<file path="src/verilog/gecko_pkg.sv">
package gecko_pkg;

    typedef logic [31:0] gecko_word_t;
    typedef logic [4:0] gecko_reg_addr_t;
    typedef logic [31:0] gecko_retired_count_t;

    //////////////////////////////////////////////////////////////////////
    // Operations and control states
    //////////////////////////////////////////////////////////////////////

    typedef enum logic [4:0] {
        OP_LUI,
        OP_ADDI,
        OP_ANDI,
        OP_ORI,
        OP_XORI,
        OP_ADD,
        OP_SUB,
        OP_AND,
        OP_OR,
        OP_XOR,
        OP_LW,
        OP_SW,
        OP_BEQ,
        OP_BNE,
        OP_JAL,
        OP_ECALL,
        OP_ILLEGAL
    } gecko_op_t;

    typedef enum logic [2:0] {
        FETCH,
        FETCH_WAIT,
        DECODE,
        EXECUTE,
        MEM_WAIT,
        WRITEBACK,
        HALT
    } gecko_state_t;

    typedef struct packed {
        gecko_op_t op;
        gecko_reg_addr_t rd;
        gecko_reg_addr_t rs1;
        gecko_reg_addr_t rs2;
        gecko_word_t imm;
    } gecko_decoded_t;

    // Operations that put a value into rd.
    function automatic logic gecko_writes_rd(gecko_op_t op);
        return !(op inside {OP_SW, OP_BEQ, OP_BNE, OP_ECALL, OP_ILLEGAL});
    endfunction

    function automatic logic gecko_is_mem(gecko_op_t op);
        return (op == OP_LW) || (op == OP_SW);
    endfunction

endpackage

</file>
<file path="src/verilog/gecko_mem_if.sv">
`timescale 1ns/10ps

interface gecko_mem_if
    import gecko_pkg::*;
();

    logic req;
    logic write;
    gecko_word_t addr;
    gecko_word_t wdata;

    logic rvalid;
    gecko_word_t rdata;

    modport core (
        output req, write, addr, wdata,
        input rvalid, rdata
    );

    modport memory (
        input req, write, addr, wdata,
        output rvalid, rdata
    );

endinterface

</file>
<file path="src/verilog/gecko_control.sv">
`timescale 1ns/10ps

module gecko_control
    import gecko_pkg::*;
#(
    parameter gecko_word_t START_ADDR = '0
)(
    input logic clk, rst,

    gecko_mem_if.core inst_bus,
    gecko_mem_if.core data_bus,

    input gecko_decoded_t decoded,
    input gecko_word_t next_pc,
    input gecko_word_t mem_addr,
    input gecko_word_t store_data,

    output gecko_word_t instr,
    output gecko_word_t pc,
    output gecko_word_t load_data,

    output logic reg_write,
    output logic retire,
    output logic faulted_flag, finished_flag
);

    gecko_state_t state;

    logic inst_req_q;
    logic data_req_q;
    logic data_write_q;

    // Instruction side never writes.
    assign inst_bus.req = inst_req_q;
    assign inst_bus.write = 1'b0;
    assign inst_bus.addr = pc;
    assign inst_bus.wdata = '0;

    assign data_bus.req = data_req_q;
    assign data_bus.write = data_write_q;
    assign data_bus.addr = mem_addr;
    assign data_bus.wdata = store_data;

    assign retire = (state == WRITEBACK);
    assign reg_write = retire && gecko_writes_rd(decoded.op);

    //////////////////////////////////////////////////////////////////////
    // Sequencing
    //////////////////////////////////////////////////////////////////////

    always_ff @(posedge clk) begin
        if (rst) begin
            state <= FETCH;
            pc <= START_ADDR;
            inst_req_q <= 1'b0;
            data_req_q <= 1'b0;
            data_write_q <= 1'b0;
            faulted_flag <= 1'b0;
            finished_flag <= 1'b0;
        end else begin
            // Strobes last one cycle.
            inst_req_q <= 1'b0;
            data_req_q <= 1'b0;
            data_write_q <= 1'b0;

            case (state)
            FETCH: begin
                // Out of reset the strobe is raised here first.
                if (inst_req_q) begin
                    state <= FETCH_WAIT;
                end else begin
                    inst_req_q <= 1'b1;
                end
            end
            FETCH_WAIT: begin
                if (inst_bus.rvalid) begin
                    state <= DECODE;
                end
            end
            DECODE: begin
                if (decoded.op == OP_ILLEGAL) begin
                    state <= HALT;
                    faulted_flag <= 1'b1;
                end else begin
                    state <= EXECUTE;
                    data_req_q <= gecko_is_mem(decoded.op);
                    data_write_q <= (decoded.op == OP_SW);
                end
            end
            EXECUTE: begin
                state <= gecko_is_mem(decoded.op) ? MEM_WAIT : WRITEBACK;
            end
            MEM_WAIT: begin
                if (data_bus.rvalid) begin
                    state <= WRITEBACK;
                end
            end
            WRITEBACK: begin
                pc <= next_pc;
                if (decoded.op == OP_ECALL) begin
                    state <= HALT;
                    finished_flag <= 1'b1;
                end else begin
                    state <= FETCH;
                    inst_req_q <= 1'b1;
                end
            end
            default: begin
                state <= HALT;
            end
            endcase
        end
    end

    // Fetched instruction and loaded word.
    always_ff @(posedge clk) begin
        if (state == FETCH_WAIT && inst_bus.rvalid) begin
            instr <= inst_bus.rdata;
        end
        if (state == MEM_WAIT && data_bus.rvalid) begin
            load_data <= data_bus.rdata;
        end
    end

endmodule

</file>
<file path="src/verilog/gecko_retire_counter.sv">
`timescale 1ns/10ps

module gecko_retire_counter #(
    parameter int COUNT_WIDTH = 32
)(
    input logic clk, rst,

    input logic retire,

    output logic [COUNT_WIDTH-1:0] count
);

    logic saturated;

    assign saturated = &count;

    // Holds at all ones.
    always_ff @(posedge clk) begin
        if (rst) begin
            count <= '0;
        end else if (retire && !saturated) begin
            count <= count + 1'b1;
        end
    end

endmodule

</file>
<file path="src/verilog/gecko_decode.sv">
`timescale 1ns/10ps

module gecko_decode
    import gecko_pkg::*;
(
    input gecko_word_t instr,

    output gecko_decoded_t decoded
);

    typedef enum logic [6:0] {
        MAJOR_LUI = 7'b0110111,
        MAJOR_OP_IMM = 7'b0010011,
        MAJOR_OP = 7'b0110011,
        MAJOR_LOAD = 7'b0000011,
        MAJOR_STORE = 7'b0100011,
        MAJOR_BRANCH = 7'b1100011,
        MAJOR_JAL = 7'b1101111,
        MAJOR_SYSTEM = 7'b1110011
    } major_t;

    logic [6:0] opcode;
    logic [2:0] funct3;
    logic [6:0] funct7;

    gecko_word_t imm_i, imm_s, imm_b, imm_u, imm_j;

    assign opcode = instr[6:0];
    assign funct3 = instr[14:12];
    assign funct7 = instr[31:25];

    assign imm_i = {{20{instr[31]}}, instr[31:20]};
    assign imm_s = {{20{instr[31]}}, instr[31:25], instr[11:7]};
    assign imm_b = {{19{instr[31]}}, instr[31], instr[7], instr[30:25], instr[11:8], 1'b0};
    assign imm_u = {instr[31:12], 12'b0};
    assign imm_j = {{11{instr[31]}}, instr[31], instr[19:12], instr[20], instr[30:21], 1'b0};

    assign decoded.rd = instr[11:7];
    assign decoded.rs1 = instr[19:15];
    assign decoded.rs2 = instr[24:20];

    always_comb begin
        decoded.op = OP_ILLEGAL;
        decoded.imm = imm_i;

        case (opcode)
        MAJOR_LUI: begin
            decoded.op = OP_LUI;
            decoded.imm = imm_u;
        end
        MAJOR_OP_IMM: begin
            case (funct3)
            3'b000: decoded.op = OP_ADDI;
            3'b111: decoded.op = OP_ANDI;
            3'b110: decoded.op = OP_ORI;
            3'b100: decoded.op = OP_XORI;
            default: decoded.op = OP_ILLEGAL;
            endcase
        end
        MAJOR_OP: begin
            case ({funct7, funct3})
            {7'b0000000, 3'b000}: decoded.op = OP_ADD;
            {7'b0100000, 3'b000}: decoded.op = OP_SUB;
            {7'b0000000, 3'b111}: decoded.op = OP_AND;
            {7'b0000000, 3'b110}: decoded.op = OP_OR;
            {7'b0000000, 3'b100}: decoded.op = OP_XOR;
            default: decoded.op = OP_ILLEGAL;
            endcase
        end
        MAJOR_LOAD: begin
            if (funct3 == 3'b010) decoded.op = OP_LW;
        end
        MAJOR_STORE: begin
            if (funct3 == 3'b010) decoded.op = OP_SW;
            decoded.imm = imm_s;
        end
        MAJOR_BRANCH: begin
            if (funct3 == 3'b000) decoded.op = OP_BEQ;
            if (funct3 == 3'b001) decoded.op = OP_BNE;
            decoded.imm = imm_b;
        end
        MAJOR_JAL: begin
            decoded.op = OP_JAL;
            decoded.imm = imm_j;
        end
        MAJOR_SYSTEM: begin
            // Only the exact ECALL word.
            if (instr[31:7] == '0) decoded.op = OP_ECALL;
        end
        default: decoded.op = OP_ILLEGAL;
        endcase
    end

endmodule

</file>
<file path="src/verilog/gecko_execute.sv">
`timescale 1ns/10ps

module gecko_execute
    import gecko_pkg::*;
(
    input gecko_decoded_t decoded,
    input gecko_word_t pc,

    input gecko_word_t rs1_value,
    input gecko_word_t rs2_value,
    input gecko_word_t load_data,

    output gecko_word_t result,
    output gecko_word_t next_pc,
    output gecko_word_t mem_addr,
    output gecko_word_t store_data
);

    gecko_word_t pc_plus_4;
    gecko_word_t target;
    logic equal;

    assign pc_plus_4 = pc + 32'd4;
    assign target = pc + decoded.imm;
    assign equal = (rs1_value == rs2_value);

    assign mem_addr = rs1_value + decoded.imm;
    assign store_data = rs2_value;

    //////////////////////////////////////////////////////////////////////
    // ALU
    //////////////////////////////////////////////////////////////////////

    always_comb begin
        case (decoded.op)
        OP_LUI: result = decoded.imm;
        OP_ADDI: result = rs1_value + decoded.imm;
        OP_ANDI: result = rs1_value & decoded.imm;
        OP_ORI: result = rs1_value | decoded.imm;
        OP_XORI: result = rs1_value ^ decoded.imm;
        OP_ADD: result = rs1_value + rs2_value;
        OP_SUB: result = rs1_value - rs2_value;
        OP_AND: result = rs1_value & rs2_value;
        OP_OR: result = rs1_value | rs2_value;
        OP_XOR: result = rs1_value ^ rs2_value;
        OP_LW: result = load_data;
        // Link address.
        OP_JAL: result = pc_plus_4;
        default: result = '0;
        endcase
    end

    //////////////////////////////////////////////////////////////////////
    // Next PC
    //////////////////////////////////////////////////////////////////////

    always_comb begin
        case (decoded.op)
        OP_BEQ: next_pc = equal ? target : pc_plus_4;
        OP_BNE: next_pc = equal ? pc_plus_4 : target;
        OP_JAL: next_pc = target;
        default: next_pc = pc_plus_4;
        endcase
    end

endmodule

</file>
<file path="src/verilog/gecko_regfile.sv">
`timescale 1ns/10ps

module gecko_regfile
    import gecko_pkg::*;
(
    input logic clk, rst,

    input gecko_reg_addr_t rs1,
    input gecko_reg_addr_t rs2,
    output gecko_word_t rs1_value,
    output gecko_word_t rs2_value,

    input logic write_enable,
    input gecko_reg_addr_t rd,
    input gecko_word_t rd_value
);

    gecko_word_t regs [32];

    assign rs1_value = regs[rs1];
    assign rs2_value = regs[rs2];

    // x0 is never written, so it stays zero.
    always_ff @(posedge clk) begin
        if (rst) begin
            for (int i = 0; i < 32; i++) begin
                regs[i] <= '0;
            end
        end else if (write_enable && rd != '0) begin
            regs[rd] <= rd_value;
        end
    end

endmodule

</file>
<file path="src/verilog/gecko_core.sv">
`timescale 1ns/10ps

module gecko_core
    import gecko_pkg::*;
#(
    parameter gecko_word_t START_ADDR = '0,
    parameter int COUNT_WIDTH = 32
)(
    input logic clk, rst,

    output logic inst_req,
    output gecko_word_t inst_addr,
    input logic inst_rvalid,
    input gecko_word_t inst_rdata,

    output logic data_req,
    output logic data_write,
    output gecko_word_t data_addr,
    output gecko_word_t data_wdata,
    input logic data_rvalid,
    input gecko_word_t data_rdata,

    output logic faulted_flag, finished_flag,
    output gecko_retired_count_t retired_count
);

    gecko_mem_if inst_bus ();
    gecko_mem_if data_bus ();

    gecko_decoded_t decoded;
    gecko_word_t instr, pc, next_pc;
    gecko_word_t mem_addr, store_data, load_data;
    gecko_word_t rs1_value, rs2_value, result;
    logic reg_write, retire;
    logic [COUNT_WIDTH-1:0] count;

    //////////////////////////////////////////////////////////////////////
    // Memory buses to top-level ports
    //////////////////////////////////////////////////////////////////////

    assign inst_req = inst_bus.req;
    assign inst_addr = inst_bus.addr;
    assign inst_bus.rvalid = inst_rvalid;
    assign inst_bus.rdata = inst_rdata;

    assign data_req = data_bus.req;
    assign data_write = data_bus.write;
    assign data_addr = data_bus.addr;
    assign data_wdata = data_bus.wdata;
    assign data_bus.rvalid = data_rvalid;
    assign data_bus.rdata = data_rdata;

    assign retired_count = gecko_retired_count_t'(count);

    gecko_control #(
        .START_ADDR(START_ADDR)
    ) gecko_control_inst (
        .clk, .rst,
        .inst_bus, .data_bus,
        .decoded, .next_pc, .mem_addr, .store_data,
        .instr, .pc, .load_data,
        .reg_write, .retire,
        .faulted_flag, .finished_flag
    );

    gecko_decode gecko_decode_inst (
        .instr, .decoded
    );

    gecko_regfile gecko_regfile_inst (
        .clk, .rst,
        .rs1(decoded.rs1), .rs2(decoded.rs2),
        .rs1_value, .rs2_value,
        .write_enable(reg_write), .rd(decoded.rd), .rd_value(result)
    );

    gecko_execute gecko_execute_inst (
        .decoded, .pc,
        .rs1_value, .rs2_value, .load_data,
        .result, .next_pc, .mem_addr, .store_data
    );

    gecko_retire_counter #(
        .COUNT_WIDTH(COUNT_WIDTH)
    ) gecko_retire_counter_inst (
        .clk, .rst,
        .retire, .count
    );

endmodule

</file>
<file path="config.mk">
export PLATFORM = sky130hd
export DESIGN_NAME = gecko_core
export DESIGN_NICKNAME = d
export VERILOG_FILES = /design/src/verilog/gecko_pkg.sv /design/src/verilog/gecko_mem_if.sv /design/src/verilog/gecko_control.sv /design/src/verilog/gecko_retire_counter.sv /design/src/verilog/gecko_decode.sv /design/src/verilog/gecko_execute.sv /design/src/verilog/gecko_regfile.sv /design/src/verilog/gecko_core.sv
export SDC_FILE = /design/constraint.sdc
export NUM_CORES = 2
export LEC_CHECK = 0
export BUFFER_PORTS_ARGS = -buffer_cell sky130_fd_sc_hd__buf_4
export CORE_ASPECT_RATIO = 2
export CORE_MARGIN = 2
export CORE_UTILIZATION = 60
export DETAILED_ROUTE_END_ITERATION = 7
export MAX_ROUTING_LAYER = met4
export PLACE_DENSITY_LB_ADDON = 0.3
export SETUP_SLACK_MARGIN = 0.02
export SKIP_LAST_GASP = 1
export SLEW_MARGIN = 40
export SYNTH_ARGS = -nofsm -noshare
export SYNTH_HDL_FRONTEND = slang
export SYNTH_SLANG_ARGS = --single-unit
</file>
<file path="constraint.sdc">
create_clock -name clk -period 7.8 [get_ports clk]
set_clock_uncertainty 0.05 [all_clocks]
set_input_delay 1.56 -clock clk [delete_from_list [all_inputs] [get_ports clk]]
set_output_delay 1.56 -clock clk [all_outputs]
set_load 0.01 [all_outputs]
</file>
==> results.cfg <==
[outcome]
status = completed

[global_route]
grt-ovfl-total = 0
grt_pass1_vias = 55700
grt_max_degree = 84
grt_use_total_pct = 52.5
antenna_found_initial = 18
grt_pass1_wl_um = 410000

[placed_design]
portBuffers = 200
gp_congestion = 1.11
place_area_um2 = 72800
place_hpwl_um = 196000
place_ws_ns = 0.604

[critical_path]
cp.required_ns = 6.19
crit_path_max_fanout = 12
end_kind = primary output
cp_slowest_cell = or4_4
crit_buf_inv = 2
ff2ff_path_depth = 20
critPathArrivalTime_ns = 6.13
crit_chain = nand4_1 -> or4_4 -> nand3_1 -> nand2_1 -> ha_1 -> a21o_1 -> o2111ai_2 -> nand2_1 -> a31oi_4 -> buf_4 -> o21ba_2 -> o21ai_0 -> xor2_1 -> buf_4
cpPeakStageDelay_ns = 0.66
critical_path_cell_count = 14
crit_type = reg2out
crit_family = simple AND/OR/NAND/NOR gates
startpoint_type = flop

[floorplan]
start_util_pct = 60.4
rows = 175
dieArea_um2 = 117000
io_pins = 201
core-area_um2 = 113000
die_h_um = 482
die_w_um = 243

[routing]
vias = 55300
antenna_left = 0
wire_per_inst_um = 40.8
wirelength_um = 296000
dr.pass1.iters = 6
avgViaCountPerCell = 7.62
drt_iter0_drc = 8482
drc = 0

[logic_synthesis]
ys_types = 102
syn_inst = 5510
synth-seq-cells = 1170
synth_edf_count = 1088
synth.area.top_cells = edfxtp_1 (48%), mux4_2 (19%), nor2_1 (6.6%), dfxtp_1 (2.4%), ha_1 (2.1%)
synth-xor-area-share_pct = 1.70
ys.warnings.count = 0
yosys.area_share.simple_pct = 12.0
synth.area.mux_share_pct = 21.7
synth_top_area_share_pct = 47.7
yosysSeqAreaShare_pct = 50.1
syn_avg_cell_area_um2 = 12.4
synth_area_um2 = 68500
synth_area_leader_cell = edfxtp_1
synth_top_family_by_area = multiplexers
synth-main-ff-cell = edfxtp_1
async_flop_share_pct = 0
synth_compound_area_share_pct = 8.19
synth_adder_area_share_pct = 2.36

[sta]
final_max_slew_viol_count = 0
relSlewSlack_pct = 34.8
finalHoldViolCount = 0
finalSetupTns_ns = 0
whs_ns = 0.456
tightest_slew_ns = 0.978
layout_setup_ws_ns = 0.0632
fmax_ghz = 0.129
period_needed_ns = 7.74
rsz0062_at_grt = yes
fin_crit_sh_pct = 99.2
setup_viol = 0

[cts]
clock_latency_ns = 0.77
h-tree-depth = 3
clk_pin_slew_worst_paths_ns = 0.07
cts_buffer_depth = 3
cts_tree = built
ctsHoldBuffers = 0
numCtsBuffers = 100
cts_sinks = 1170
clockRootBuffer = clkbuf_16

[cells_and_area]
area_growth_syn_to_layout_pct = 11.6
drive_above_1_share_pct = 25.2
fin_nets = 5836
final_area_um2 = 76400

[power_and_ir_drop]
switching_share_pct = 45.0
power.density_nw_per_um2 = 353
power_frac_seq_pct = 27.9
intPower_w = 0.0148
clockPowerShare_pct = 19.6
p_switching_w = 0.0121
totalPowerFinal_w = 0.0270
comb_power_share_pct = 52.5
p_leak_nw = 27.4
irDropWorstVdd_mv = 0.245

[job]
max_cap_viol_count = 0

[min_path]
worst_hold_path.num_cells = 2
hold_class = reg2reg
==> routing by layer <==
metal / GRT usage, % / wire length (um)
met5: - / 0
met4: 54.8 / 40600
met3: 19.0 / 42600
met2: 78.9 / 135000
met1: 50.5 / 78300
==> synth_stat cells (all sizes together), types with 9 or more instances <==
| cell | n |
|---|---|
| a211oi | 48 |
| a21boi | 9 |
| a21o | 43 |
| a21oi | 241 |
| a221o | 12 |
| a221oi | 34 |
| a222oi | 14 |
| a22oi | 38 |
| a31oi | 25 |
| and2 | 19 |
| and3 | 43 |
| buf | 169 |
| clkbuf | 304 |
| dfxtp | 82 |
| edfxtp | 1088 |
| ha | 116 |
| inv | 116 |
| maj3 | 10 |
| mux2 | 43 |
| mux2i | 109 |
| mux4 | 584 |
| nand2 | 255 |
| nand2b | 57 |
| nand3 | 100 |
| nand4 | 31 |
| nor2 | 1210 |
| nor2b | 30 |
| nor3 | 63 |
| nor4 | 24 |
| o2111ai | 17 |
| o211ai | 20 |
| o21a | 17 |
| o21ai | 167 |
| o21bai | 35 |
| o221ai | 10 |
| o22ai | 20 |
| o31ai | 13 |
| or2 | 22 |
| or3 | 18 |
| xnor2 | 78 |
| xor2 | 54 |
==> cell type report <==
class | count | area [um^2]
Antenna cell | 22 | 55.1
Clock buffer | 128 | 2670
Clock inverter | 59 | 678
Fill cell | 8116 | 37000
Inverter | 116 | 435
Multi-Input combinational cell | 3782 | 32300
Sequential cell | 1170 | 34300
Tap cell | 1504 | 1880
Timing Repair Buffer | 479 | 3970
==> worst paths after layout <==
| path | start | to | slack [ns] |
|---|---|---|---|
| max reg2reg | flop | gecko_regfile_inst.regs[15][31] | 0.73 |
| max | gecko_control_inst.instr[5] | data_addr[25] | 0.06 |
| min reg2reg | gecko_control_inst.finished_flag | gecko_control_inst.finished_flag | 0.46 |
| min | gecko_control_inst.finished_flag | gecko_control_inst.finished_flag | 0.46 |
==> state kept, by name, summed over array words and instances (netlist names), named ones only <==
name,flops
gecko_control_inst.state,3
gecko_regfile_inst.regs,1024
gecko_control_inst.data_bus.req,1
gecko_control_inst.instr,32
gecko_retire_counter_inst.count,32
gecko_control_inst.finished_flag,1
gecko_control_inst.faulted_flag,1
gecko_control_inst.data_bus.write,1
gecko_control_inst.inst_bus.req,1
gecko_control_inst.inst_bus.addr,32
gecko_control_inst.load_data,32
==> timing repair <==
item	in CTS	in global routing
pin swaps	1	2
setup buffers	4	2
cloned	0	0
setup endpoints to repair	6	12
gates resized for setup	1	11
==> cells by family (layout without fill, tap and decap cells) <==
| group | after synthesis | in the layout |
|---|---|---|
| simple gates | 1915 | 1915 |
| compound gates | 838 | 838 |
| buf+inv | 589 | 782 |
| mux | 736 | 736 |
| other cells | 1 | 54 |
| flops | 1170 | 1170 |
| fa+ha+maj | 129 | 129 |
| xor+xnor | 132 | 132 |
==> worst reg2reg max path, stage by stage (launching register included) <==
cell       delay, ns
dfxtp_4         0.73
buf_4           0.44
buf_4           0.29
mux4_2          0.52
mux4_2          0.48
mux2i_1         0.70
ha_1            0.44
inv_1           0.14
nand3_1         0.18
nor2_1          0.24
o2111ai_1       0.21
nand3_1         0.34
a21boi_1        0.28
a21o_1          0.32
o311ai_0        0.46
nand2_1         0.15
xor2_1          0.17
o2111ai_1       0.14
a21oi_2         0.19
buf_12          0.21
nor2_1          0.08
==> placed cells by master (no fill, tap or decap), types with 30 or more instances in the layout <==
cell       synthesis  routed
mux4_2           564     564
mux2i_1          107      99
and3_1            43      42
edfxtp_1        1088    1088
buf_4             19     444
xnor2_1           77      77
inv_1            116     118
nand3_1           98      96
xor2_1            54      54
a22oi_1           38      38
nand2_1          255     222
nand4_1           30      30
nor3_1            62      53
ha_1             116     115
a211oi_1          45      40
nor2_1          1205    1198
o21ai_0          161     157
dfxtp_1           82      72
nand2_2            0      33
a21o_1            43      42
clkbuf_16          0     101
o21bai_1          35      35
a21oi_1          239     225
conb_1             1      32
mux2_2            43      43
==> through the flow <==
step                      utilization, %  std cells
after floorplan                        -       5541
after global placement              64.0       7042
after detailed placement            64.2       7043
after CTS                           67.2       7234
after global routing                67.3       7254
final                               67.3       7260
==> power by group through the flow <==
| stage | logic [W] | registers [W] | clock network (W) |
|---|---|---|---|
| 2_1_floorplan | 0.00848 | 0.00732 | 0 |
| 3_3_place_gp | 0.0132 | 0.00763 | 0 |
| 3_5_place_dp | 0.0134 | 0.00764 | 0 |
| 4_1_cts | 0.0135 | 0.00750 | 0.00523 |
| 5_1_grt | 0.0146 | 0.00754 | 0.00546 |
| 6_report | 0.0142 | 0.00753 | 0.00528 |
(Power assumes the default switching activity.)
